**src/hw/core_pkg.sv**
```systemverilog
`default_nettype none

package core_pkg;

    // Widths
    localparam int XLEN       = 64;
    localparam int INST_W     = 32;
    localparam int REG_NUM    = 32;
    localparam int IMEM_WORDS = 256;

    typedef logic [XLEN-1:0]               xlen_t;
    typedef logic [INST_W-1:0]             inst_t;
    typedef logic [$clog2(REG_NUM)-1:0]    reg_addr_t;
    typedef logic [$clog2(IMEM_WORDS)-1:0] imem_addr_t;
    typedef logic [3:0]                    alu_op_t;

    // RISC-V major opcodes handled by decode
    localparam logic [6:0] OPC_OP     = 7'b0110011;
    localparam logic [6:0] OPC_OP_IMM = 7'b0010011;
    localparam logic [6:0] OPC_LUI    = 7'b0110111;

    // ALU operation codes
    localparam alu_op_t ALU_ADD  = 4'd0;
    localparam alu_op_t ALU_SUB  = 4'd1;
    localparam alu_op_t ALU_AND  = 4'd2;
    localparam alu_op_t ALU_OR   = 4'd3;
    localparam alu_op_t ALU_XOR  = 4'd4;
    localparam alu_op_t ALU_SLL  = 4'd5;
    localparam alu_op_t ALU_SRL  = 4'd6;
    localparam alu_op_t ALU_SRA  = 4'd7;
    localparam alu_op_t ALU_SLT  = 4'd8;
    localparam alu_op_t ALU_SLTU = 4'd9;
    localparam alu_op_t ALU_LUI  = 4'd10;  // Passes operand B

    localparam inst_t NOP_WORD = 32'h0000_0013;  // addi x0, x0, 0

endpackage

`default_nettype wire

```
**src/hw/result_stage.sv**
```systemverilog
`timescale 1ns/10ps
`default_nettype none

module result_stage import core_pkg::*; (
    input  logic      clk,
    input  logic      reset,
    input  logic      ex_valid,
    input  reg_addr_t ex_rd,
    input  logic      ex_wr_en,
    input  xlen_t     ex_result,
    output logic      wb_wr_en,
    output reg_addr_t wb_rd,
    output xlen_t     wb_data
);

    // Single place where x0 writes are filtered out
    always_ff @(posedge clk or posedge reset) begin
        if (reset) begin
            wb_wr_en <= 1'b0;
        end else begin
            wb_wr_en <= ex_valid & ex_wr_en & (ex_rd != '0);
        end
    end

    always_ff @(posedge clk) begin
        wb_rd   <= ex_rd;
        wb_data <= ex_result;
    end

endmodule

`default_nettype wire

```
**config.mk**
```make
export PLATFORM = sky130hd
export DESIGN_NAME = result_stage
export DESIGN_NICKNAME = d
export VERILOG_FILES = /design/src/hw/core_pkg.sv /design/src/hw/result_stage.sv
export SDC_FILE = /design/constraint.sdc
export NUM_CORES = 1
export LEC_CHECK = 0
export BUFFER_PORTS_ARGS = -buffer_cell sky130_fd_sc_hd__buf_2
export CAP_MARGIN = 10
export CORE_MARGIN = 4
export CORE_UTILIZATION = 36
export DETAILED_ROUTE_END_ITERATION = 8
export PLACE_DENSITY = 0.87
export SYNTH_ARGS = -nofsm -noshare
export SYNTH_HDL_FRONTEND = slang
export SYNTH_SLANG_ARGS = --single-unit
```
**constraint.sdc**
```tcl
create_clock -name clk -period 1.1 [get_ports clk]
set_clock_uncertainty 0.15 [all_clocks]
set_input_delay 0.11 -clock clk [delete_from_list [all_inputs] [get_ports clk]]
set_output_delay 0.11 -clock clk [all_outputs]
set_load 0.005 [all_outputs]
```
Word level (Yosys, flattened, before mapping)
Cells that the tools add are included.
{"block": "classes", "n_reduce_logical": 1, "bitwise_logic": 2}
{"cell": "$reduce_bool A5 Y1", "n": 1}
{"cell": "$and A1 B1 Y1", "n": 2}
{"block": "totals", "register_bits": 70, "wordCells": 6, "out_inout_bits": 70}

Longest topological paths before layout
{"block": "depth", "depth_word": 2, "mapped_depth": 2}

Worst setup path after synthesis
Ideal clock, no wire load.
{"block": "synth_path", "path_type": "input to register", "from": "input ex_rd[3]", "to": "register wb_wr_en", "setup_slack_ns": 0.089, "path_buffers": 0, "t_arrival_ns": 0.735, "cell_stages": 2, "required_ns": 0.824, "cell_sequence": "or3_1 > o311a_1"}
{"block": "synth_between", "elab_chain_cells": 2}
{"element": "start: declaration", "line": "result_stage.sv:8", "source": "input reg_addr_t ex_rd,"}
{"element": "$reduce_bool A5 Y1", "line": "result_stage.sv:21", "source": "wb_wr_en <= ex_valid & ex_wr_en & (ex_rd != '0);"}
{"element": "$and A1 B1 Y1", "line": "result_stage.sv:21"}
{"element": "end signal: assignment", "line": "result_stage.sv:21"}
{"element": "end: declaration", "line": "result_stage.sv:11", "source": "output logic wb_wr_en,"}
Every way passes these cells.

Final worst setup path
{"block": "layout_path", "from": "register wb_wr_en", "to": "output wb_wr_en"}
No word-level cell between the ends.

==> impl_metrics.env <==
export IMPL_whs_ns=-0.0165
export IMPL_cp_slowest_cell="dfrtp_1"
export IMPL_cts_tree="yes"
export IMPL_die_area_um2=5030
export IMPL_root_buffer="clkbuf_8"
export IMPL_multi_input_area_um2=16.3
export IMPL_synth_avg_cell_area_um2=19.5
export IMPL_fillers=199
export IMPL_antenna_found_initial=0
export IMPL_seq_area_frac_synth_pct=98.6
export IMPL_cts_resized=0
export IMPL_diodes=0
export IMPL_rows=22
export IMPL_dp_hpwl_um=2900
export IMPL_p_per_area_nw_per_um2=1750
export IMPL_crit_chain="buf_2"
export IMPL_clk_pin_slew_ns=0.07
export IMPL_wl_per_cell_um=15.1
export IMPL_start_util_pct=38.1
export IMPL_gp_congestion=0.667
export IMPL_status="complete, but fails checks"
export IMPL_grt_pass1_vias=1593
export IMPL_die_h_um=70.9
export IMPL_grt_usage_pct=21.8
export IMPL_finalHoldViolations=1
export IMPL_setup_violations_final=0
export IMPL_postSynthNetCount=146
export IMPL_crit_path_end_kind="output port"
export IMPL_vias_per_cell=3.96
export IMPL_tightest_slew_ns=0.119
export IMPL_cp_top_family="flip-flops"
export IMPL_numCtsBuffers=9
export IMPL_dr_total_vias=1393
export IMPL_cp_depth=1
export IMPL_hold_class="in2reg"
export IMPL_area_growth_pct=122
export IMPL_finalPower_w=0.00552
export IMPL_postCtsSetupBuffers=0
export IMPL_ff_latch_area_um2=1410
export IMPL_slew_limit_headroom_pct=92.1
export IMPL_cpPeakStageDelay_ns=0.38
export IMPL_final_common_cell="buf_2"
export IMPL_grt_first_pass_wirelength_um=8220
export IMPL_violations="negative hold slack"
export IMPL_period_needed_ns=1.10
export IMPL_ys_ff_latch=70
export IMPL_layout_drive_gt1_share_pct=51.6
export IMPL_dr_pass1_iters=4
export IMPL_startpoint_type="register"
export IMPL_fin_nets=372
export IMPL_finalMaxSlewViolations=0
export IMPL_drc_errors=0
export IMPL_synth_cell_types=5
export IMPL_post_route_util_pct=84.5
export IMPL_required_ns=0.84
export IMPL_htree_num_levels=3
export IMPL_p_leak_nw=1.59
export IMPL_syn_inst=73
export IMPL_fin_setup_tns_ns=0
export IMPL_setup_worst_path_start="wb_wr_en"
export IMPL_drt_wl_total_um=5300
export IMPL_period_share_pct=99.8
export IMPL_mostFrequentLayoutCells="buf_2 (142), dlygate4sd3_1 (73), dfxtp_1 (69)"
export IMPL_worstSetupEndpoint="wb_wr_en"
export IMPL_yosysWarningCount=0
export IMPL_grt_max_degree=12
export IMPL_worstPathMaxFanout=1
export IMPL_synth_area_um2=1430
export IMPL_grt_ovfl_total=0
export IMPL_cts_sinks=70
export IMPL_coreArea_um2=3740
export IMPL_clock_fmax_mhz=911
export IMPL_fin_cells=352
export IMPL_vdd_drop_max_uv=1640
export IMPL_drt_initial_drc_count=30
export IMPL_die_w_um=70.9
export IMPL_cp_arrival_ns=0.84
export IMPL_rsz0062_at_grt="yes"
export IMPL_io_pins=143
export IMPL_dp_cells=263
export IMPL_crit_type="reg2out"
export IMPL_cap_violations=0
export IMPL_port_buffers=142
export IMPL_clock_path_buffers=2
export IMPL_path_buf_inv=1
export IMPL_ant_nets=0
## cells in the mapped netlist
master / instances / area share [%]
o311a_1: 1 / 0.70
dfrtp_1: 1 / 1.8
or3_1: 1 / 0.44
dfxtp_1: 69 / 97
inv_1: 1 / 0.26
## cell families (layout without fill, tap and decap cells)
| kind of cell | Yosys count | count (layout) | synth area share [%] |
|---|---|---|---|
| compound gates | 1 | 1 | 0.702 |
| buf+inv | 1 | 232 | 0.263 |
| flops | 70 | 70 | 98.6 |
| simple gates | 1 | 1 | 0.439 |
## worst min path at each step
| stage | slack [ns] | start | end | depth (start not counted) |
|---|---|---|---|---|
| after floorplan | -0.31 | reset | wb_wr_en | 1 |
| after global placement | -0.21 | reset | wb_wr_en | 2 |
| after detailed placement | -0.20 | reset | wb_wr_en | 2 |
| after CTS | -0.27 | ex_rd[3] | wb_rd[3] | 1 |
| after global routing | 0.01 | ex_rd[3] | wb_wr_en | 3 |
| final | -0.02 | ex_rd[2] | wb_wr_en | 3 |
## what timing repair did
item / CTS / global route
hold buffers: 70 / 3
endpoints found under the hold margin: 71 / 3
setup endpoints to repair: 0 / 1
## area by class of cell
class,count,area share [%]
well taps,48,1.90
clock buffers,13,5.34
clock inverters,3,2.06
repair buffers,215,45.6
flip-flops and latches,70,44.5
inverters,1,0.119
multi-input cells,2,0.514
## power by group
group          internal, W  total, W  leakage, nW  switching [W]
Sequential         0.00267   0.00271        0.595      0.0000339
Combinational     0.000345  0.000500        0.874       0.000155
Clock              0.00146   0.00232        0.120       0.000857
Total              0.00448   0.00552         1.59        0.00105
## worst min-delay path, stage by stage
cell,delay (ns)
buf_2,0.08
or3_1,0.09
o311a_1,0.14
## through the flow
| stage | hold slack (ns) | setup WS [ns] | area (µm²) |
|---|---|---|---|
| CTS | -0.271 | 0.0235 | 3130 |
| detailed placement | -0.202 | -0.0322 | 2200 |
| floorplan | -0.311 | 0.0892 | 1430 |
| finish | -0.0165 | 0.00205 | 3160 |
| global route | 0.0107 | -0.0269 | 3160 |
| global placement | -0.205 | -0.0245 | 2200 |
## metal layers
metal / global-route usage (%) / wire (µm) / vias to the layer above
li1: - / - / 678
met1: 22.6 / 1890 / 618
met2: 38.2 / 2710 / 93
met3: 10.8 / 656 / 4
met4: 7.52 / 46 / 0
met5: 0 / 0 / -
## sequential cells by signal, summed over array words and instances (netlist names)
register,count
wb_data,64
wb_rd,5
wb_wr_en,1
Note: power is estimated with default switching activity, not from simulation.
