--- src/hw/core_pkg.sv ---
`default_nettype none

package core_pkg;

    // Widths
    localparam int XLEN       = 64;
    localparam int INST_W     = 32;
    localparam int REG_NUM    = 32;
    localparam int IMEM_WORDS = 256;

    typedef logic [XLEN-1:0]               xlen_t;
    typedef logic [INST_W-1:0]             inst_t;
    typedef logic [$clog2(REG_NUM)-1:0]    reg_addr_t;
    typedef logic [$clog2(IMEM_WORDS)-1:0] imem_addr_t;
    typedef logic [3:0]                    alu_op_t;

    // RISC-V major opcodes handled by decode
    localparam logic [6:0] OPC_OP     = 7'b0110011;
    localparam logic [6:0] OPC_OP_IMM = 7'b0010011;
    localparam logic [6:0] OPC_LUI    = 7'b0110111;

    // ALU operation codes
    localparam alu_op_t ALU_ADD  = 4'd0;
    localparam alu_op_t ALU_SUB  = 4'd1;
    localparam alu_op_t ALU_AND  = 4'd2;
    localparam alu_op_t ALU_OR   = 4'd3;
    localparam alu_op_t ALU_XOR  = 4'd4;
    localparam alu_op_t ALU_SLL  = 4'd5;
    localparam alu_op_t ALU_SRL  = 4'd6;
    localparam alu_op_t ALU_SRA  = 4'd7;
    localparam alu_op_t ALU_SLT  = 4'd8;
    localparam alu_op_t ALU_SLTU = 4'd9;
    localparam alu_op_t ALU_LUI  = 4'd10;  // Passes operand B

    localparam inst_t NOP_WORD = 32'h0000_0013;  // addi x0, x0, 0

endpackage

`default_nettype wire

--- src/hw/register_file.sv ---
`timescale 1ns/10ps
`default_nettype none

module register_file import core_pkg::*; (
    input  logic      clk,
    input  logic      reset,
    input  reg_addr_t rs1,
    input  reg_addr_t rs2,
    output xlen_t     rd1,
    output xlen_t     rd2,
    input  logic      wr_en,
    input  reg_addr_t wr_addr,
    input  xlen_t     wr_data
);

    xlen_t regs [REG_NUM];

    always_ff @(posedge clk or posedge reset) begin
        if (reset) begin
            for (int i = 0; i < REG_NUM; i++) begin
                regs[i] <= '0;
            end
        end else if (wr_en) begin
            regs[wr_addr] <= wr_data;
        end
    end

    // x0 is hardwired to zero
    assign rd1 = (rs1 == '0) ? '0 : regs[rs1];
    assign rd2 = (rs2 == '0) ? '0 : regs[rs2];

endmodule

`default_nettype wire

--- config.mk ---
export PLATFORM = sky130hd
export DESIGN_NAME = register_file
export DESIGN_NICKNAME = d
export VERILOG_FILES = /design/src/hw/core_pkg.sv /design/src/hw/register_file.sv
export SDC_FILE = /design/constraint.sdc
export NUM_CORES = 2
export LEC_CHECK = 0
export BUFFER_PORTS_ARGS = -buffer_cell sky130_fd_sc_hd__buf_4
export CAP_MARGIN = 20
export CORE_UTILIZATION = 45
export CTS_CLUSTER_DIAMETER = 30
export DETAILED_ROUTE_END_ITERATION = 7
export PLACE_DENSITY = 0.59
export SYNTH_ARGS = -nofsm -noshare
export SYNTH_HDL_FRONTEND = slang
export SYNTH_SLANG_ARGS = --single-unit
--- constraint.sdc ---
create_clock -name clk -period 91.4 [get_ports clk]
set_input_delay 27.42 -clock clk [delete_from_list [all_inputs] [get_ports clk]]
set_output_delay 27.42 -clock clk [all_outputs]
set_load 0.005 [all_outputs]
Word level (Yosys, flattened, before mapping) --
Index checks and enable logic that the tools add are counted.
Storage, ports and cells: register bits after elaboration 2048, memories 0, bits in writable memories 0, latch bits 0, bits of input ports 82, memory bits (read-only) 0
Operators by class: bitwise logic cells 3, reductions and logical operators 3, div/mod/pow operators 0, $lt $le $gt $ge 4, equality and inequality tests 0, multiply operators 0, shift-type cells 0, muxes and demuxes 11, add/subtract/negate cells 0
Operators with widths (number):
- 2048-bit bitwise mux | 1
- 64-bit binary-select mux with 5-bit select | 2
- 64-bit 2-to-1 mux | 7
- 64-bit demux with 5-bit select | 1
- 6-bit >= comparator (second input constant) | 3
- 5-bit NOT with 6-bit output | 3
- 5-bit zero test | 2
- 6-bit by 1-bit less-than comparator with 1-bit output (second input constant) | 1
- 1-bit logical AND | 1

Logic depth before layout (Yosys ltp) --
depth after elaboration 6, depth in mapped cells 10

Least setup slack after synthesis --
No wires, ideal clock.
path type input to output, start point in rs2[1], end point out rd2[33], path buffers 4, data required time 63.980 ns, stages on the path 7, arrival time 29.110 ns, path slack 34.870 ns, path through buf_2 buf_6 buf_4 buf_2 mux4_2 mux4_2 o211a_1
On the way: word-level cells in the longest chain between the ends 5
Ends and longest elaborated chain:
- from (decl) | line register_file.sv:8 | input reg_addr_t rs2,
- 5-bit NOT with 6-bit output (implied by the code) | line register_file.sv:30 | assign rd2 = (rs2 == '0) ? '0 : regs[rs2];
- 64-bit binary-select mux with 5-bit select | line register_file.sv:30
- 64-bit 2-to-1 mux (implied by the code) (2 in series) | line register_file.sv:30
- 64-bit 2-to-1 mux * | line register_file.sv:30
- to (decl) | line register_file.sv:10 | output xlen_t rd2,
Every way passes the cells marked *; elsewhere a longest branch is shown, timed or not. The select of a mux whose other input is x is not followed.

Worst setup path in the final report --
start point in rs2[0], end point out rd2[46]
The elaborated chain is that of the path after synthesis.

==> results.tsv <==
stage	metric	value	unit
status	status	completed	
place	dp.final_hpwl	198	mm
synth	syn_avg_cell_area	15.5	um2
global_routing	antenna_found_initial	19	
critical_path	worstPathCellList	buf_8 -> buf_12 -> buf_4 -> buf_4 -> buf_4 -> mux4_2 -> mux4_2 -> a2bb2oi_1 -> o21ai_1 -> buf_4	
place	io_buffers	209	
cts	tritoncts	yes	
synth	syn-cell-area	109000	um2
final_layout	fin_area	130000	um2
global_routing	grt_pass1_vias	74500	
synth	synth_area_leader_cell	dfrtp_1	
synth	synth_nets	7090	
cts	cts_setup_buffers	0	
synth	synthTopCellsByArea	dfrtp_1 47%, mux2_2 21%, mux4_2 20%, mux2i_1 3.4%, clkbuf_1 1.5%	
hold_path	worst_hold_path_type	flop to flop	
cts	cts_resized	0	
final_layout	fin_util	54.0	%
critical_path	worstSetupStartpoint	rs2[0]	
cts	root_buffer	clkbuf_16	
cts	clk_pin_slew_worst_paths	40	ps
cts	numCtsBuffers	491	
route	vias	70100	
timing	relSlewSlack	18.7	%
critical_path	crit_path_frequent_cell	buf_4	
final_layout	drive_gt1_share	57.4	%
synth	synth_ff_type	dfrtp_1	
place	dpl_cell_area	113000	um2
floorplanning	core-area	241000	um2
global_routing	globalRouteTotalUtil	30.4	%
timing	fin_crit_sh	65.6	%
synth	synth_most_common_cell	mux2_2	
final_layout	largest_register_ffs	2048	
critical_path	crit_type	input pin to output port	
critical_path	critPathCapture	rd2[46]	
critical_path	r2r_start	regs[2031]	
floorplanning	num_rows	180	
timing	holdWs	516	ps
cts	htreeDepth	5	
route	wl	369	mm
cts	clock_path_buffers	4	
synth	ys_seq_area_share	47.1	%
cts	cts.sinks	2048	
timing	final-setup-viol-count	0	
place	place.gp.congestion	0.813	
synth	synthAdderAreaFrac	0	%
timing	tightest_slew	1210	ps
synth	async_reset_ff_share	100	%
timing	clock_skew	0	ps
critical_path	required	63980	ps
synth	synth_top_family_by_area	multiplexers	
global_routing	overflow	0	
timing	fmax	16.7	MHz
synth	synth_warnings	0	
final_layout	fillers	19400	
pwr	p_leak	0.0571	uW
synth	syn_inst	7008	
route	drt_drc_violations_left	0	
critical_path	max_stage_delay	790	ps
timing	finalMaxSlewViolations	0	
floorplanning	initial_core_util	45.3	%
critical_path	cp_slowest_cell	buf_4	
synth	synth_edf_count	0	
critical_path	end_kind	output port	
timing	rsz0062_at_grt	false	
synth	synth_top_area_share	47.1	%
final_layout	largestRegisters	regs x2048	
final_layout	largest-register	regs	
run	max_cap_violations	0	
critical_path	r2r_slack	90590	ps
cts	hold_buffers	0	
route	first_pass_iters	5	
pwr	power.total	3590	uW
synth	synth-xor-area-share	0	%
synth	synth_common_cells	2077 x mux2_2, 2048 x dfrtp_1, 948 x mux4_2, 443 x clkbuf_1, 374 x mux2i_1	
route	via_per_inst	6.54	
cts	clock_latency	980	ps
synth	synth-simple-area-share	1.20	%
timing	period_needed	60000	ps
synth	synth_compound_area_share	3.83	%
synth	ys_types	53	
global_routing	grt_pass1_wl	538	mm
timing	hold_violations	0	
floorplanning	ios	210	
pwr	ir_worst_vdd	0.0230	mV
final_layout	synthToLayoutAreaGrowth	19.3	%
route	drt-wirelength-per-cell	34.4	um
floorplanning	die_height	494	um
critical_path	critPathArrivalTime	32580	ps
route	drtAntennaViolNets	0	
pwr	p_per_area	27.6	nW/um2
synth	muxShareOfSynthArea	44.5	%
final_layout	finalNetCount	7198	
floorplanning	die_area	244000	um2
route	drt_iter0_markers	6213	
timing	finalSetupTns	0	ps
synth	yosys_register_bits	2048	
critical_path	cp_max_fo	83	
critical_path	cp-start-kind	input pin	
critical_path	reg2reg_to	regs[2031]	
global_routing	grt_max_degree	190	
critical_path	r2r_cells	1	
floorplanning	die_w	494	um
-- routing by layer --
| layer | part of all wire [%] | GRT usage, % |
|---|---|---|
| met1 | 41 | 40.8 |
| met2 | 48 | 48.9 |
| met3 | 6.6 | 5.65 |
| met4 | 4.2 | 12.4 |
| met5 | 0.029 | 0 |
-- kinds of logic (layout without fill, tap and decap cells) --
logic type             Yosys count  after routing
multiplexers                  3399           3399
flip-flops                    2048           2048
buffers and inverters          771           1285
AO/OA/AOI/OAI                  526            526
AND/OR/NAND/NOR                264            264
other                            0              9
-- area by class of cell --
type                       count  area, um2  area share, %
antenna                        9       22.5         0.0173
timing repair buffer         379       3050           2.35
multi-input combinational   4189      54200           41.8
inverter                       7       43.8         0.0337
clock inverter               270       3570           2.75
clock buffer                 629      13800           10.6
tap                         3185       3990           3.07
sequential                  2048      51200           39.4
-- critical path, delay by kind of cell --
family / cells / cell delay (ps)
compound gates: 2 / 400
mux: 2 / 1070
buf+inv: 6 / 3570
-- cells in the final DEF (no fill, tap or decap), types with 18 or more instances in the layout --
master / netlist / layout
a21oi_1: 27 / 27
mux4_2: 948 / 948
o21ai_1: 38 / 38
bufinv_16: 0 / 76
mux2_2: 2077 / 2077
a2bb2oi_1: 40 / 40
buf_4: 70 / 355
clkinvlp_4: 0 / 55
a31oi_1: 18 / 18
nand2_1: 104 / 87
clkbuf_1: 443 / 50
clkbuf_16: 0 / 498
nor2_1: 35 / 26
o221ai_1: 111 / 111
a22o_1: 92 / 92
dfrtp_1: 2048 / 2048
clkinv_2: 0 / 100
a211o_1: 95 / 95
mux2i_1: 374 / 374
clkbuf_8: 0 / 81
inv_6: 0 / 20
and3_1: 47 / 47
-- worst min path at each step --
| stage | start | end | slack (ps) | cells after the start |
|---|---|---|---|---|
| after floorplan | regs[1570] | regs[1570] | 490 | 1 |
| after global placement | regs[1346] | regs[1346] | 500 | 1 |
| after detailed placement | regs[1385] | regs[1385] | 510 | 1 |
| after CTS | regs[1385] | regs[1385] | 520 | 1 |
| after global routing | regs[1885] | regs[1885] | 530 | 1 |
| final | regs[353] | regs[353] | 520 | 1 |
-- metrics by stage --
| stage | setup slack [ps] | std cells |
|---|---|---|
| detailed placement | 31210 | 9803 |
| finish | 31400 | 10700 |
| global placement | 31240 | 9802 |
| CTS | 31210 | 10700 |
| global route | 30910 | 10700 |
| floorplan | 6130 | 7008 |
-- power by group --
part | internal [uW] | switching [uW]
registers | 1090 | 132
logic | 337 | 216
clock network | 1260 | 550
(Power assumes the default switching activity.)
