<file path="src/hw/core_pkg.sv">
`default_nettype none

package core_pkg;

    // Widths
    localparam int XLEN       = 64;
    localparam int INST_W     = 32;
    localparam int REG_NUM    = 32;
    localparam int IMEM_WORDS = 256;

    typedef logic [XLEN-1:0]               xlen_t;
    typedef logic [INST_W-1:0]             inst_t;
    typedef logic [$clog2(REG_NUM)-1:0]    reg_addr_t;
    typedef logic [$clog2(IMEM_WORDS)-1:0] imem_addr_t;
    typedef logic [3:0]                    alu_op_t;

    // RISC-V major opcodes handled by decode
    localparam logic [6:0] OPC_OP     = 7'b0110011;
    localparam logic [6:0] OPC_OP_IMM = 7'b0010011;
    localparam logic [6:0] OPC_LUI    = 7'b0110111;

    // ALU operation codes
    localparam alu_op_t ALU_ADD  = 4'd0;
    localparam alu_op_t ALU_SUB  = 4'd1;
    localparam alu_op_t ALU_AND  = 4'd2;
    localparam alu_op_t ALU_OR   = 4'd3;
    localparam alu_op_t ALU_XOR  = 4'd4;
    localparam alu_op_t ALU_SLL  = 4'd5;
    localparam alu_op_t ALU_SRL  = 4'd6;
    localparam alu_op_t ALU_SRA  = 4'd7;
    localparam alu_op_t ALU_SLT  = 4'd8;
    localparam alu_op_t ALU_SLTU = 4'd9;
    localparam alu_op_t ALU_LUI  = 4'd10;  // Passes operand B

    localparam inst_t NOP_WORD = 32'h0000_0013;  // addi x0, x0, 0

endpackage

`default_nettype wire

</file>
<file path="src/hw/decode_stage.sv">
`timescale 1ns/10ps
`default_nettype none

module decode_stage import core_pkg::*; (
    input  logic      clk,
    input  logic      reset,
    input  inst_t     fetch_inst,
    input  logic      fetch_valid,
    output reg_addr_t rs1,
    output reg_addr_t rs2,
    input  xlen_t     rd1,
    input  xlen_t     rd2,
    input  logic      ex_wr_en,
    input  reg_addr_t ex_rd,
    input  xlen_t     ex_result,
    input  logic      wb_wr_en,
    input  reg_addr_t wb_rd,
    input  xlen_t     wb_data,
    output logic      dec_valid,
    output reg_addr_t dec_rd,
    output logic      dec_wr_en,
    output alu_op_t   dec_alu_op,
    output xlen_t     dec_op_a,
    output xlen_t     dec_op_b
);

    inst_t      d_inst;
    logic       d_valid;
    logic [6:0] opcode;
    logic [2:0] funct3;
    logic [6:0] funct7;
    logic       legal;
    logic       use_imm;
    xlen_t      imm_i;
    xlen_t      imm_u;
    xlen_t      src_b;

    // Newest producer wins and x0 always reads zero
    function automatic xlen_t bypass(
        input reg_addr_t rs,
        input xlen_t     file_val,
        input logic      e_en,
        input reg_addr_t e_dst,
        input xlen_t     e_val,
        input logic      w_en,
        input reg_addr_t w_dst,
        input xlen_t     w_val
    );
        if (rs == '0)                  return '0;
        else if (e_en && e_dst == rs)  return e_val;
        else if (w_en && w_dst == rs)  return w_val;
        else                           return file_val;
    endfunction

    always_ff @(posedge clk or posedge reset) begin
        if (reset) begin
            d_valid <= 1'b0;
        end else begin
            d_valid <= fetch_valid;
        end
    end

    always_ff @(posedge clk) begin
        d_inst <= fetch_inst;
    end

    assign opcode = d_inst[6:0];
    assign funct3 = d_inst[14:12];
    assign funct7 = d_inst[31:25];
    assign rs1    = d_inst[19:15];
    assign rs2    = d_inst[24:20];

    assign imm_i = {{(XLEN-12){d_inst[31]}}, d_inst[31:20]};
    assign imm_u = {{(XLEN-32){d_inst[31]}}, d_inst[31:12], 12'b0};

    always_comb begin
        legal      = 1'b0;
        use_imm    = 1'b0;
        dec_alu_op = ALU_ADD;
        case (funct3)
            3'b000: dec_alu_op = (opcode == OPC_OP && d_inst[30]) ? ALU_SUB : ALU_ADD;
            3'b001: dec_alu_op = ALU_SLL;
            3'b010: dec_alu_op = ALU_SLT;
            3'b011: dec_alu_op = ALU_SLTU;
            3'b100: dec_alu_op = ALU_XOR;
            3'b101: dec_alu_op = d_inst[30] ? ALU_SRA : ALU_SRL;
            3'b110: dec_alu_op = ALU_OR;
            default: dec_alu_op = ALU_AND;
        endcase
        case (opcode)
            OPC_OP: begin
                legal = (funct7 == 7'b0000000) ||
                        (funct7 == 7'b0100000 && (funct3 == 3'b000 || funct3 == 3'b101));
            end
            OPC_OP_IMM: begin
                use_imm = 1'b1;
                if (funct3 == 3'b001) begin
                    legal = (d_inst[31:26] == 6'b000000);
                end else if (funct3 == 3'b101) begin
                    legal = (d_inst[31:26] == 6'b000000) || (d_inst[31:26] == 6'b010000);
                end else begin
                    legal = 1'b1;
                end
            end
            OPC_LUI: begin
                legal      = 1'b1;
                use_imm    = 1'b1;
                dec_alu_op = ALU_LUI;
            end
            default: legal = 1'b0;  // Unsupported, no write
        endcase
    end

    assign src_b = bypass(rs2, rd2, ex_wr_en, ex_rd, ex_result, wb_wr_en, wb_rd, wb_data);

    assign dec_valid = d_valid;
    assign dec_rd    = d_inst[11:7];
    assign dec_wr_en = d_valid & legal;
    assign dec_op_a  = bypass(rs1, rd1, ex_wr_en, ex_rd, ex_result, wb_wr_en, wb_rd, wb_data);
    assign dec_op_b  = !use_imm ? src_b : (opcode == OPC_LUI) ? imm_u : imm_i;

endmodule

`default_nettype wire

</file>
<file path="config.mk">
export PLATFORM = sky130hd
export DESIGN_NAME = decode_stage
export DESIGN_NICKNAME = d
export VERILOG_FILES = /design/src/hw/core_pkg.sv /design/src/hw/decode_stage.sv
export SDC_FILE = /design/constraint.sdc
export NUM_CORES = 1
export LEC_CHECK = 0
export ABC_AREA = 1
export BUFFER_PORTS_ARGS = -buffer_cell sky130_fd_sc_hd__clkbuf_2
export CORE_AREA = 10 10 167 169
export DETAILED_ROUTE_END_ITERATION = 6
export DIE_AREA = 0 0 177 179
export PLACE_DENSITY_LB_ADDON = 0.3
export SYNTH_ARGS = -nofsm -noshare
export SYNTH_HDL_FRONTEND = slang
export SYNTH_SLANG_ARGS = --single-unit
export TNS_END_PERCENT = 10
</file>
<file path="constraint.sdc">
create_clock -name clk -period 1.84 [get_ports clk]
set_input_delay 0.184 -clock clk [delete_from_list [all_inputs] [get_ports clk]]
set_output_delay 0.184 -clock clk [all_outputs]
set_load 0.01 [all_outputs]
</file>
# Word-level counts from Yosys, hierarchy flattened
# Cells that the tools add are included.
# Widths: inputs -> output; s select.
# word_totals
ff_bits,33
in_bits,303
wordCells,49
# op_classes
n_eq_ne,15
muxes,16
n_bitwise,1
reduce_logical,15
# ops
operator,count
$mux 64,7
$mux 31,1
$pmux 4 s7,1
$eq 7x6->1 const B,3
$eq 5x5->1,4
$logic_not 5->1,2
$eq 3x3->1 const B,3
$eq 7x5->1 const B,1
$logic_not 7->1,1
$eq 3x2->1 const B,2
$eq 6x5->1 const B,1
$logic_and 1x1->1,6
$logic_not 6->1,1
$mux 1,5
$mux 4,1
$eq 3x1->1 const B,1
$logic_not 3->1,1
$logic_or 1x1->1,3
$pmux 1 s3,1
$reduce_or 2->1,1
$and 1x1->1,1

# Depth between registers and ports, before layout
# Gate-level depths: netlist of the first run.
# logic_depth
depth_word,6
mapped_depth,11
depth_no_buf,9

# Worst setup path before layout of the first run
# Ideal clock, no wire load.
# synth_path
path_type,reg2out
start,register d_inst[23]
end,output port dec_op_b[10]
arrival_time_ps,1291
t_required_ps,1656
setup_slack_ps,365
path_stages_with_launch,10
n_path_buf,1
path_cell_list,dfxtp_1 -> inv_2 -> a21oi_1 -> nand2_1 -> nor2_4 -> buf_6 -> nand3_1 -> nand3_1 -> nand2_1 -> nand2_1
# synth_via
elab_chain_cells,6
word_cells_on_any_way,9
# synth_lines
element,line_no,source
"start, declared",decode_stage.sv:27,inst_t d_inst;
"start signal, assigned",decode_stage.sv:64,d_inst <= fetch_inst;
$eq 5x5->1,decode_stage.sv:51,else if (w_en && w_dst == rs) return w_val;
$logic_and 1x1->1,decode_stage.sv:51,
$mux 64,decode_stage.sv:51,
$mux 64,decode_stage.sv:50,else if (e_en && e_dst == rs) return e_val;
$mux 64 *,decode_stage.sv:49,if (rs == '0) return '0;
$mux 64 *,decode_stage.sv:120,assign dec_op_b = !use_imm ? src_b : (opcode == OPC_LUI) ? imm_u : imm_i;
"end, declared",decode_stage.sv:24,output xlen_t dec_op_b
# Mark *: on every way between the ends. The rest lies on a longest branch, timed or not.

# Worst setup path in the final report of the first run
# layout_path
start,register d_inst[20]
end,output port dec_op_b[10]
# The elaborated chain is that of the path after synthesis.

==> results of run 1 <==
power breakdown:
part	leakage (nW)	internal [W]	switching, W
sequential	0.284	0.000753	0.0000342
combinational	6.22	0.00107	0.00133
clock	0.0831	0.000674	0.000301
worst max path at each step:
| stage | slack [ns] | from | end |
|---|---|---|---|
| CTS | -0.28 | d_inst[24]$_DFF_P_ | dec_op_b[18] |
| global placement | -0.09 | d_inst[22]$_DFF_P_ | dec_op_b[56] |
| detailed placement | -0.08 | d_inst[22]$_DFF_P_ | dec_op_b[53] |
| finish | -0.28 | d_inst[20]$_DFF_P_ | dec_op_b[10] |
| floorplan | 0.37 | d_inst[23]$_DFF_P_ | dec_op_b[10] |
| global route | -0.38 | d_inst[15]$_DFF_P_ | dec_op_a[30] |
metrics by stage:
| step | setup TNS [ns] | area, um^2 | hold slack, ns |
|---|---|---|---|
| 2_1_floorplan | 0 | 5950 | -0.0873 |
| 3_3_place_gp | -1.06 | 9080 | -0.00109 |
| 3_5_place_dp | -0.972 | 9080 | 0.000765 |
| 4_1_cts | -28.04 | 10600 | 0.000718 |
| 5_1_grt | -39.92 | 11300 | 0.00151 |
| 6_report | -27.67 | 11300 | 0.00312 |
critical path, cell delays in order (launching register included):
cell and delay, ns:
sky130_fd_sc_hd__dfxtp_2 0.33, sky130_fd_sc_hd__buf_6 0.12, sky130_fd_sc_hd__nand2_4 0.07, sky130_fd_sc_hd__nand2_4 0.05
sky130_fd_sc_hd__nor2_4 0.12, sky130_fd_sc_hd__nand3_4 0.09, sky130_fd_sc_hd__buf_4 0.15, sky130_fd_sc_hd__buf_12 0.14
sky130_fd_sc_hd__buf_12 0.13, sky130_fd_sc_hd__nor2_1 0.09, sky130_fd_sc_hd__nor2_1 0.06, sky130_fd_sc_hd__nand2_1 0.10
sky130_fd_sc_hd__nand2_1 0.06, sky130_fd_sc_hd__clkbuf_2 0.13
timing repair:
item / CTS / global route
hold endpoints to repair: 13 / 2
gates resized for setup: 169 / 162
buffers inserted: 15 / 5
cloned: 18 / 8
hold buffers: 13 / 2
setup endpoints to repair: 129 / 131
pin swaps: 34 / 36
layer usage:
metal,track usage [%],routed length [um]
met1,30.6,16600
met2,40.8,20000
met3,5.16,4860
met4,7.25,1300
met5,0,0
registers in the layout (all words and copies together) (netlist names):
name	flops
d_inst	32
dec_valid	1
layout make-up:
type                            count  share of cell area, %
Antenna cell                        3                 0.0664
Clock buffer                        6                   1.23
Clock inverter                      2                  0.332
Inverter                          116                   3.94
Multi-Input combinational cell    979                   43.5
Sequential cell                    33                   6.16
Tap cell                          330                   3.65
Timing Repair Buffer              611                   41.1
synth_stat cells, drive strengths merged:
library cell and instances:
nand2 394, nor2 276, nand3 205, inv 116, buf 99, nand4 65
dfxtp 32, o21ai 30, clkbuf 10, nor3 5, a21oi 1, a221oi 1
dfrtp 1, nand3b 1, nor3b 1
kinds of logic (layout without fill, tap and decap cells):
kind of cell	after synthesis	after routing	share of synthesized area [%]
other	0	3	0
buffers and inverters	225	735	18.1
AO/OA/AOI/OAI	32	32	2.75
AND/OR/NAND/NOR	947	947	68.0
flip-flops	33	33	11.2
==> results.txt, run 1 <==
----------------------------------------------------
[Run status]
  Status ... finished, violations left
  Failing checks ... negative setup slack

[Final layout]
  Commonest non-fill, non-tap cell in the layout ... sky130_fd_sc_hd__clkbuf_2
  Filler cell count in the final layout ... 2,635
  Multi-input combinational cell area ... 4920 um^2
  Proportion of layout cells with a drive suffix above 1 ... 46.1%
  Sequential cell area ... 696 um^2
  Area delta synth->final ... 89.8%
  Most frequent cells in the layout ... sky130_fd_sc_hd__clkbuf_2, sky130_fd_sc_hd__nand2_1, sky130_fd_sc_hd__nor2_1
  Number of standard cells in the final layout excluding fillers ... 2,080
  NumNets Final ... 2,049
  Util after Layout ... 45.7%

[STA]
  Number of failing setup endpoints in the final timing report ... 128
  Achievable clock frequency ... 0.472 GHz
  Setup repair after global routing missed its margin ... yes
  Period utilisation layout ... 115%
  Final worst-path setup slack ... -0.280 ns
  Headroom to the max-slew limit ... 83.8%
  Transition time at the pin with the least slew margin ... 0.240 ns
  Final critical delay including setup and external delays ... 2.12 ns
  Count of final hold-check violations ... 0
  Max-slew violation count ... 0

[Placement]
  Half-perimeter wire length after detailed placement ... 31,100 um
  Number of input and output port buffers inserted ... 451
  Post-placement setup slack ... -0.0767 ns
  RD Place Congestion ... 1.00
  Number of placed cells counting well taps ... 2,010

[Detailed routing]
  Count of vias placed by the detailed router ... 10,500
  Iter 0 DRT Violations ... 936
  WL final ... 42,800 um
  Number of detailed-routing iterations run before antenna repair ... 5
  Post-route DRC violation count ... 0
  Number of antenna-violating nets in the routed design ... 0
  Post-DR vias/cell ... 5.05
  Routed WL per cell ... 20.6 um

[Clock network]
  H-tree Lvls ... 2
  Largest buffer count on any clock path ... 2
  Clk sinks ... 33
  CTS root buf ... sky130_fd_sc_hd__clkbuf_16
  Number of buffers inserted during clock tree synthesis ... 5
  Clock-pin slew on the worst setup and hold paths ... 0.06 ns
  Clock tree from TritonCTS ... done

[Hold path]
  Launch point of the worst hold path ... fetch_inst[7]
  Min-Delay Path Depth ... 1
  Destination of the worst hold path ... d_inst[7]$_DFF_P_
  Worst hold-check path type ... input port to flop

[Logic synthesis]
  Part of the Yosys area used for sequential elements ... 11.2%
  YS warnings ... 0
  Share of Yosys cell area claimed by the top area cell type ... 24.8%
  Mapped Nets ... 1,540
  Leading area contributor after synthesis ... sky130_fd_sc_hd__nand2_1
  Distinct cell type count after synthesis ... 24
  Combined area of all synthesized cells ... 5950 um^2
  Post-synthesis sequential element count ... 33
  Syn avg cell area ... 4.81 um^2
  Biggest area contributors in the synthesized netlist ... sky130_fd_sc_hd__nand2_1, sky130_fd_sc_hd__nor2_1, sky130_fd_sc_hd__nand3_1
  Synth Instances ... 1,237

[Die]
  IO Count ... 452
  Starting density of the core ... 24.1%
  Core Rows ... 58
  Core area ... 24,700 um^2
  Horizontal die dimension ... 177 um
  Die Height ... 179 um
  Die Outline Area ... 31,700 um^2

[Pwr]
  Total power ... 0.00416 W
  Worst vdd rail ir drop ... 0.000974 V
  Total power density per cell area ... 368 nW/um^2
  Leakage power summed over all cells ... 6.59 nW

[Worst setup path]
  Crit path launch type ... flop
  Setup CP Type ... flop to output pin
  CP Data Required Time ... 1.66 ns
  Maximum fanout encountered on the critical timing path ... 6
  Capturing element type of the critical path ... output pin
  Arrival @ worst endpoint ... 1.94 ns

[Run]
  Count of maximum capacitance violations ... 0

[Global routing]
  Pin count of the biggest net entering global routing ... 35
  Gr ovfl total ... 0
  Number of global-route vias before repair ... 10,200
  Global router's overall resource usage ... 24.3%
  Initial antenna violation count ... 3
  Global-route wire length before repair ... 60,500 um

----------------------------------------------------
(Power assumes the default switching activity.)
==> run 2, diff against run 1 <==
--- a/config.mk
+++ b/config.mk
@@ -10,6 +10,7 @@
 export CORE_AREA = 10 10 167 169
 export DETAILED_ROUTE_END_ITERATION = 6
 export DIE_AREA = 0 0 177 179
+export HOLD_SLACK_MARGIN = 0.08
 export PLACE_DENSITY_LB_ADDON = 0.3
 export SYNTH_ARGS = -nofsm -noshare
 export SYNTH_HDL_FRONTEND = slang
==> run 2 against run 1 <==
- the flow still finishes with violations (negative setup slack)
- final area rose by 1.7%
- sequential share of layout area down 0.10 points
- die area unchanged
- cell count is 0.91% higher
- critical path depth unchanged
==> results.txt, run 2 (same netlist as run 1, synthesis figures left out) <==
----------------------------------------------------
[Placement]
  Half-perimeter wire length after detailed placement ... 31,100 um (unchanged)
  Post-placement setup slack ... -0.0767 ns (unchanged)
  Number of placed cells counting well taps ... 2,010 (unchanged)
  RD Place Congestion ... 1.00 (unchanged)
  Number of input and output port buffers inserted ... 451 (unchanged)
  Post-DP Area ... 9080 um^2 (unchanged)

[Clock network]
  Clock tree from TritonCTS ... done
  Largest buffer count on any clock path ... 2 (unchanged)
  H-tree Lvls ... 2 (unchanged)
  Number of buffers inserted during clock tree synthesis ... 5 (unchanged)
  CTS root buf ... sky130_fd_sc_hd__clkbuf_16
  Clk sinks ... 33 (unchanged)
  Clock-pin slew on the worst setup and hold paths ... 0.06 ns (about the same)

[STA]
  Final Hold Slack ... 0.279 ns (+0.276 ns)
  Period utilisation layout ... 115% (+0.13 points)
  Setup repair after global routing missed its margin ... yes
  Headroom to the max-slew limit ... 82.7% (-1.1 points)
  Achievable clock frequency ... 0.471 GHz (-0.12%)
  Max-slew violation count ... 0 (unchanged)
  Final worst-path setup slack ... -0.283 ns (-0.00248 ns)
  Number of failing setup endpoints in the final timing report ... 128 (unchanged)
  Count of final hold-check violations ... 0 (unchanged)
  Transition time at the pin with the least slew margin ... 0.259 ns (+0.0190 ns)
  Final critical delay including setup and external delays ... 2.12 ns (+0.00248 ns)

[Global routing]
  Initial antenna violation count ... 3 (unchanged)
  Pin count of the biggest net entering global routing ... 35 (unchanged)
  Gr ovfl total ... 0 (unchanged)
  Number of global-route vias before repair ... 10,400 (+1.5%)
  Global-route wire length before repair ... 61,400 um (+1.5%)
  Global router's overall resource usage ... 24.7% (+0.33 points)

[Worst setup path]
  Setup CP Type ... flop to output pin
  Launch point of the worst path ... d_inst[20]$_DFF_P_
  Cell-by-cell listing of the critical path ... buf_6 -> nand2_4 -> nand2_4 -> nor2_4 -> nand3_4 -> buf_12 -> buf_12 -> clkbuf_16 -> nor2_2 -> nor2_1 -> nand2_1 -> nand2_1 -> clkbuf_2
  Maximum fanout encountered on the critical timing path ... 5 (-1)
  Capturing element type of the critical path ... output pin
  Crit path launch type ... flop
  CP Data Required Time ... 1.66 ns (about the same)
  Worst path max stage delay ... 0.33 ns (about the same)
  Highest-delay cell along the critical path ... sky130_fd_sc_hd__dfxtp_2
  Arrival @ worst endpoint ... 1.94 ns (about the same)

[Final layout]
  Area delta synth->final ... 93.0%
  Final Cell Area ... 11,500 um^2 (+1.7%)
  NumNets Final ... 2,068 (+0.93%)
  Most flops, register ... d_inst
  Proportion of layout cells with a drive suffix above 1 ... 45.7% (-0.44 points)
  Number of standard cells in the final layout excluding fillers ... 2,099 (+0.91%)
  Most frequent cells in the layout ... sky130_fd_sc_hd__clkbuf_2, sky130_fd_sc_hd__nand2_1, sky130_fd_sc_hd__nor2_1
  Max reg flops ... 32 (unchanged)
  Commonest non-fill, non-tap cell in the layout ... sky130_fd_sc_hd__clkbuf_2
  Util after Layout ... 46.4% (+0.77 points)

[Detailed routing]
  Post-route DRC violation count ... 0 (unchanged)
  Routed WL per cell ... 20.5 um (-0.19%)
  Post-DR vias/cell ... 5.04 (-0.35%)
  Count of vias placed by the detailed router ... 10,600 (+0.56%)
  Number of detailed-routing iterations run before antenna repair ... 5 (unchanged)
  Number of antenna-violating nets in the routed design ... 0 (unchanged)
  WL final ... 43,100 um (+0.72%)
  Iter 0 DRT Violations ... 907 (-3.1%)

[Run status]
  Failing checks ... negative setup slack
  Status ... finished, violations left

[Die]
  Die Outline Area ... 31,700 um^2 (unchanged)
  Core Rows ... 58 (unchanged)
  Core area ... 24,700 um^2 (unchanged)
  Starting density of the core ... 24.1% (unchanged)
  Horizontal die dimension ... 177 um (unchanged)
  Die Height ... 179 um (unchanged)
  IO Count ... 452 (unchanged)

[Pwr]
  Leakage power summed over all cells ... 6.66 nW (+1.1%)
  Worst vdd rail ir drop ... 0.00103 V (+5.3%)
  Total power density per cell area ... 365 nW/um^2 (-0.74%)

[Hold path]
  Worst hold-check path type ... input port to async pin

[Run]
  Count of maximum capacitance violations ... 0 (unchanged)

----------------------------------------------------
run 2: changes by cell type in the layout (fill, tap and decap cells not counted), sizes merged:
cell         before  now
clkbuf          435  436
buf             164  163
dlygate4sd3      15   34
run 2: worst max-delay path by stage:
stage                    to  slack [ns]  cells past startpoint
2_1_floorplan  dec_op_b[10]        0.37                      9
3_3_place_gp   dec_op_b[56]       -0.09                     10
3_5_place_dp   dec_op_b[53]       -0.08                     10
4_1_cts        dec_op_b[18]       -0.28                      9
5_1_grt        dec_op_a[30]       -0.37                     12
6_report       dec_op_b[37]       -0.28                     13
run 2: worst max-delay path: cells and delay by family, from the launching register on:
family                 cells  cell delay [ns]
buffers and inverters      5             0.74
and+or+nand+nor            8             0.58
DFF                        1             0.33
run 2: final cells by class:
class                   instances  area [um^2]
diodes                          3         7.51
clock buffers                   6          139
clock inverters                 2         37.5
fillers                      2609        13300
inverters                     116          445
multi-input cells             979         4920
flip-flops and latches         33          696
well taps                     330          413
repair buffers                630         4830
run 2: per-layer routing:
| metal | global-route usage [%] | vias up | wire (um) |
|---|---|---|---|
| met2 | 41.7 | 698 | 20400 |
| met5 | 0 | - | 0 |
| met1 | 30.8 | 4794 | 16800 |
| li1 | - | 4969 | - |
| met3 | 5.18 | 109 | 4570 |
| met4 | 7.39 | 0 | 1350 |
run 2: metrics by stage:
stage	power, W	setup TNS (ns)
after floorplan	0.00171	0
after global placement	0.00279	-1.06
after global routing	0.00445	-39.83
after CTS	0.00404	-28.04
after detailed placement	0.00279	-0.972
final	0.00420	-27.41
run 2: power breakdown:
group          total, W  internal [W]  switching [W]
sequential     0.000787      0.000753      0.0000345
combinational   0.00243       0.00109        0.00134
clock          0.000982      0.000675       0.000307
total           0.00420       0.00252        0.00168
run 2: repair_timing:
item	CTS	global route
endpoints found under the setup margin	129	131
gates cloned	18	8
pin swaps	34	34
hold buffers	34	0
gates resized for setup	169	161
setup buffers	15	5
endpoints found under the hold margin	34	0
==> run 3, diff against run 2 <==
--- a/config.mk
+++ b/config.mk
@@ -5,11 +5,10 @@
 export SDC_FILE = /design/constraint.sdc
 export NUM_CORES = 1
 export LEC_CHECK = 0
-export ABC_AREA = 1
 export BUFFER_PORTS_ARGS = -buffer_cell sky130_fd_sc_hd__clkbuf_2
-export CORE_AREA = 10 10 167 169
+export CORE_AREA = 10 10 168 170
 export DETAILED_ROUTE_END_ITERATION = 6
-export DIE_AREA = 0 0 177 179
+export DIE_AREA = 0 0 178 180
 export HOLD_SLACK_MARGIN = 0.08
 export PLACE_DENSITY_LB_ADDON = 0.3
 export SYNTH_ARGS = -nofsm -noshare
==> run 3 against run 2 <==
- the run still ends with negative setup slack left
- area after synthesis down 25%
- die area rose by 1.1%
- final area down 25%
- routed wire length fell by 27%
- total power decreased by 23%
- cell count decreased by 34%
- sequential share of layout area increased by 1.8 points
- worst setup slack lost 0.46 ns
- global-route usage shrank 7.2 points
==> results.txt, run 3 <==
----------------------------------------------------
[Run]
  Count of maximum capacitance violations ... 0 (unchanged)

[Logic synthesis]
  Post-synth EDFFs ... 0 (unchanged)
  Share of flip-flops with an asynchronous set or reset after synthesis ... 3.03% (unchanged)
  Part of the Yosys area used for sequential elements ... 14.9% (+3.7 points)
  Biggest area contributors in the synthesized netlist ... sky130_fd_sc_hd__mux2_1, sky130_fd_sc_hd__a221o_1, sky130_fd_sc_hd__dfxtp_1
  Post-synthesis sequential element count ... 33 (unchanged)
  Distinct cell type count after synthesis ... 37 (+54%)
  YS warnings ... 0 (unchanged)
  Top-count cell post-synth ... sky130_fd_sc_hd__a21oi_1
  Leading area contributor after synthesis ... sky130_fd_sc_hd__mux2_1
  Syn avg cell area ... 8.15 um^2 (+69%)
  Top post-synthesis cells by count ... sky130_fd_sc_hd__a21oi_1, sky130_fd_sc_hd__a221o_1, sky130_fd_sc_hd__mux2_1, sky130_fd_sc_hd__mux2i_1, sky130_fd_sc_hd__o21ai_1
  Share of Yosys cell area claimed by the top area cell type ... 16.1% (-8.7 points)
  Mapped Nets ... 852 (-45%)
  Combined area of all synthesized cells ... 4480 um^2 (-25%)
  Synth Instances ... 549 (-56%)
  Main flop type after synthesis ... sky130_fd_sc_hd__dfxtp_1

[Pwr]
  Total power density per cell area ... 378 nW/um^2 (+3.4%)
  Leakage power summed over all cells ... 4.15 nW (-38%)
  Worst vdd rail ir drop ... 0.000686 V (-33%)

[Placement]
  RD Place Congestion ... 0.949 (-5.3%)
  Number of placed cells counting well taps ... 1,339 (-33%)
  Half-perimeter wire length after detailed placement ... 25,400 um (-18%)
  Number of input and output port buffers inserted ... 451 (unchanged)

[Worst setup path]
  Crit path launch type ... flop
  Highest-delay cell along the critical path ... sky130_fd_sc_hd__dfxtp_4
  Capturing element type of the critical path ... output pin
  CP Data Required Time ... 1.66 ns (about the same)
  Arrival @ worst endpoint ... 2.40 ns (+0.46 ns)
  Worst path max stage delay ... 0.35 ns (+0.02 ns)
  Setup CP Type ... flop to output pin
  Maximum fanout encountered on the critical timing path ... 8 (+3)
  Cell-by-cell listing of the critical path ... xor2_2 -> nor4_2 -> and3_4 -> buf_12 -> clkbuf_16 -> mux2_4 -> a221o_1 -> buf_6

[Clock network]
  Largest buffer count on any clock path ... 2 (unchanged)
  H-tree Lvls ... 2 (unchanged)
  Clock-pin slew on the worst setup and hold paths ... 0.05 ns (about the same)
  CTS root buf ... sky130_fd_sc_hd__clkbuf_16
  Number of buffers inserted during clock tree synthesis ... 5 (unchanged)
  Clock tree from TritonCTS ... done
  Clk sinks ... 33 (unchanged)

[Global routing]
  Gr ovfl total ... 0 (unchanged)
  Initial antenna violation count ... 3 (unchanged)
  Global router's overall resource usage ... 17.5% (-7.2 points)
  Number of global-route vias before repair ... 6,933 (-33%)
  Pin count of the biggest net entering global routing ... 45 (+29%)
  Global-route wire length before repair ... 43,600 um (-29%)

[STA]
  Number of failing setup endpoints in the final timing report ... 131 (+2.3%)
  Headroom to the max-slew limit ... 61.3% (-21 points)
  Setup repair after global routing missed its margin ... yes
  Achievable clock frequency ... 0.387 GHz (-18%)
  Final critical delay including setup and external delays ... 2.59 ns (+0.464 ns)
  Final worst-path setup slack ... -0.747 ns (-0.464 ns)
  Final Hold Slack ... 0.273 ns (-0.00613 ns)
  Count of final hold-check violations ... 0 (unchanged)
  Transition time at the pin with the least slew margin ... 0.578 ns (+0.319 ns)
  Max-slew violation count ... 0 (unchanged)
  Period utilisation layout ... 141% (+25 points)

[Die]
  Core area ... 24,900 um^2 (+0.59%)
  Die Outline Area ... 32,000 um^2 (+1.1%)
  Die Height ... 180 um (+0.56%)
  Starting density of the core ... 18.0% (-6.1 points)
  Horizontal die dimension ... 178 um (+0.56%)
  Core Rows ... 58 (unchanged)
  IO Count ... 452 (unchanged)

[Detailed routing]
  Count of vias placed by the detailed router ... 6,540 (-38%)
  Post-route DRC violation count ... 0 (unchanged)
  WL final ... 31,400 um (-27%)
  Number of detailed-routing iterations run before antenna repair ... 4 (-1)
  Iter 0 DRT Violations ... 254 (-72%)
  Post-DR vias/cell ... 4.72 (-6.4%)
  Routed WL per cell ... 22.6 um (+10%)
  Number of antenna-violating nets in the routed design ... 0 (unchanged)

[Run status]
  Status ... finished, violations left
  Failing checks ... negative setup slack

[Final layout]
  Most flops, register ... d_inst
  Max reg flops ... 32 (unchanged)
  Proportion of layout cells with a drive suffix above 1 ... 60.4% (+15 points)
  Most frequent cells in the layout ... sky130_fd_sc_hd__clkbuf_2, sky130_fd_sc_hd__a21oi_1, sky130_fd_sc_hd__a221o_1, sky130_fd_sc_hd__mux2i_1, sky130_fd_sc_hd__o21ai_1
  Number of standard cells in the final layout excluding fillers ... 1,387 (-34%)
  NumNets Final ... 1,357 (-34%)
  Area delta synth->final ... 91.9%
  Commonest non-fill, non-tap cell in the layout ... sky130_fd_sc_hd__clkbuf_2

[Hold path]
  Worst hold-check path type ... input port to async pin

----------------------------------------------------
[run 3: where the power goes]
group / switching (W) / internal (W)
logic: 0.000762 / 0.000866
registers: 0.0000322 / 0.000756
clock network: 0.000289 / 0.000536
[run 3: per-layer routing]
metal | up-vias | track usage [%] | share of wire (%)
met5 | - | 0 | 0
met4 | 0 | 4.14 | 1.6
met3 | 27 | 4.32 | 8.4
met2 | 286 | 32.6 | 52
met1 | 3114 | 19.1 | 38
li1 | 3113 | - | -
[run 3: path summary, 6_finish.rpt]
kind	from	to	slack (ns)	cells after the start
min	reset	dec_valid$_DFF_PP0_	0.27	3
max in group asynchronous	reset	dec_valid$_DFF_PP0_	1.48	3
max	d_inst[24]$_DFF_P_	dec_op_b[7]	-0.75	8
min in group clk	fetch_inst[4]	d_inst[4]$_DFF_P_	0.54	2
[run 3: cell type report]
class,count,area [um^2]
inverter,2,7.51
multi-input combinational,439,3690
clock buffer,6,139
antenna,2,5.00
sequential,33,677
fill,2637,16300
tap,330,413
timing repair buffer,573,3640
clock inverter,2,13.8
[run 3: cells by family after synthesis]
logic type	synth area share, %
compound gates	32.0
mux	30.4
simple gates	8.08
buf+inv	10.3
xor+xnor	4.31
flops	14.9
[run 3: per-stage QoR]
stage | TNS [ns] | total power, W | area, um^2 | setup slack (ns) | utilization (%)
finish | -67.26 | 0.00324 | 8590 | -0.747 | 34.5
global placement | -40.57 | 0.00227 | 7600 | -0.462 | 30.6
detailed placement | -38.88 | 0.00227 | 7600 | -0.432 | 30.6
floorplan | -9.47 | 0.00144 | 4530 | -0.156 | -
global route | -79.96 | 0.00342 | 8590 | -0.835 | 34.5
CTS | -68.83 | 0.00320 | 8260 | -0.735 | 33.2
[run 3: what timing repair did]
item	4_1_cts	5_1_grt
endpoints found under the setup margin	133	133
hold buffers	34	0
setup buffers	0	1
endpoints found under the hold margin	34	0
pin swaps	38	5
resized for setup	50	79
gates cloned	0	3
[run 3: worst max-delay path: cells and delay by family, from the launching register on]
family	cells	cell delay, ns
AO/OA/AOI/OAI	1	0.33
XOR/XNOR	1	0.14
buffers and inverters	3	0.43
flip-flops	1	0.35
multiplexers	1	0.30
AND/OR/NAND/NOR	2	0.56
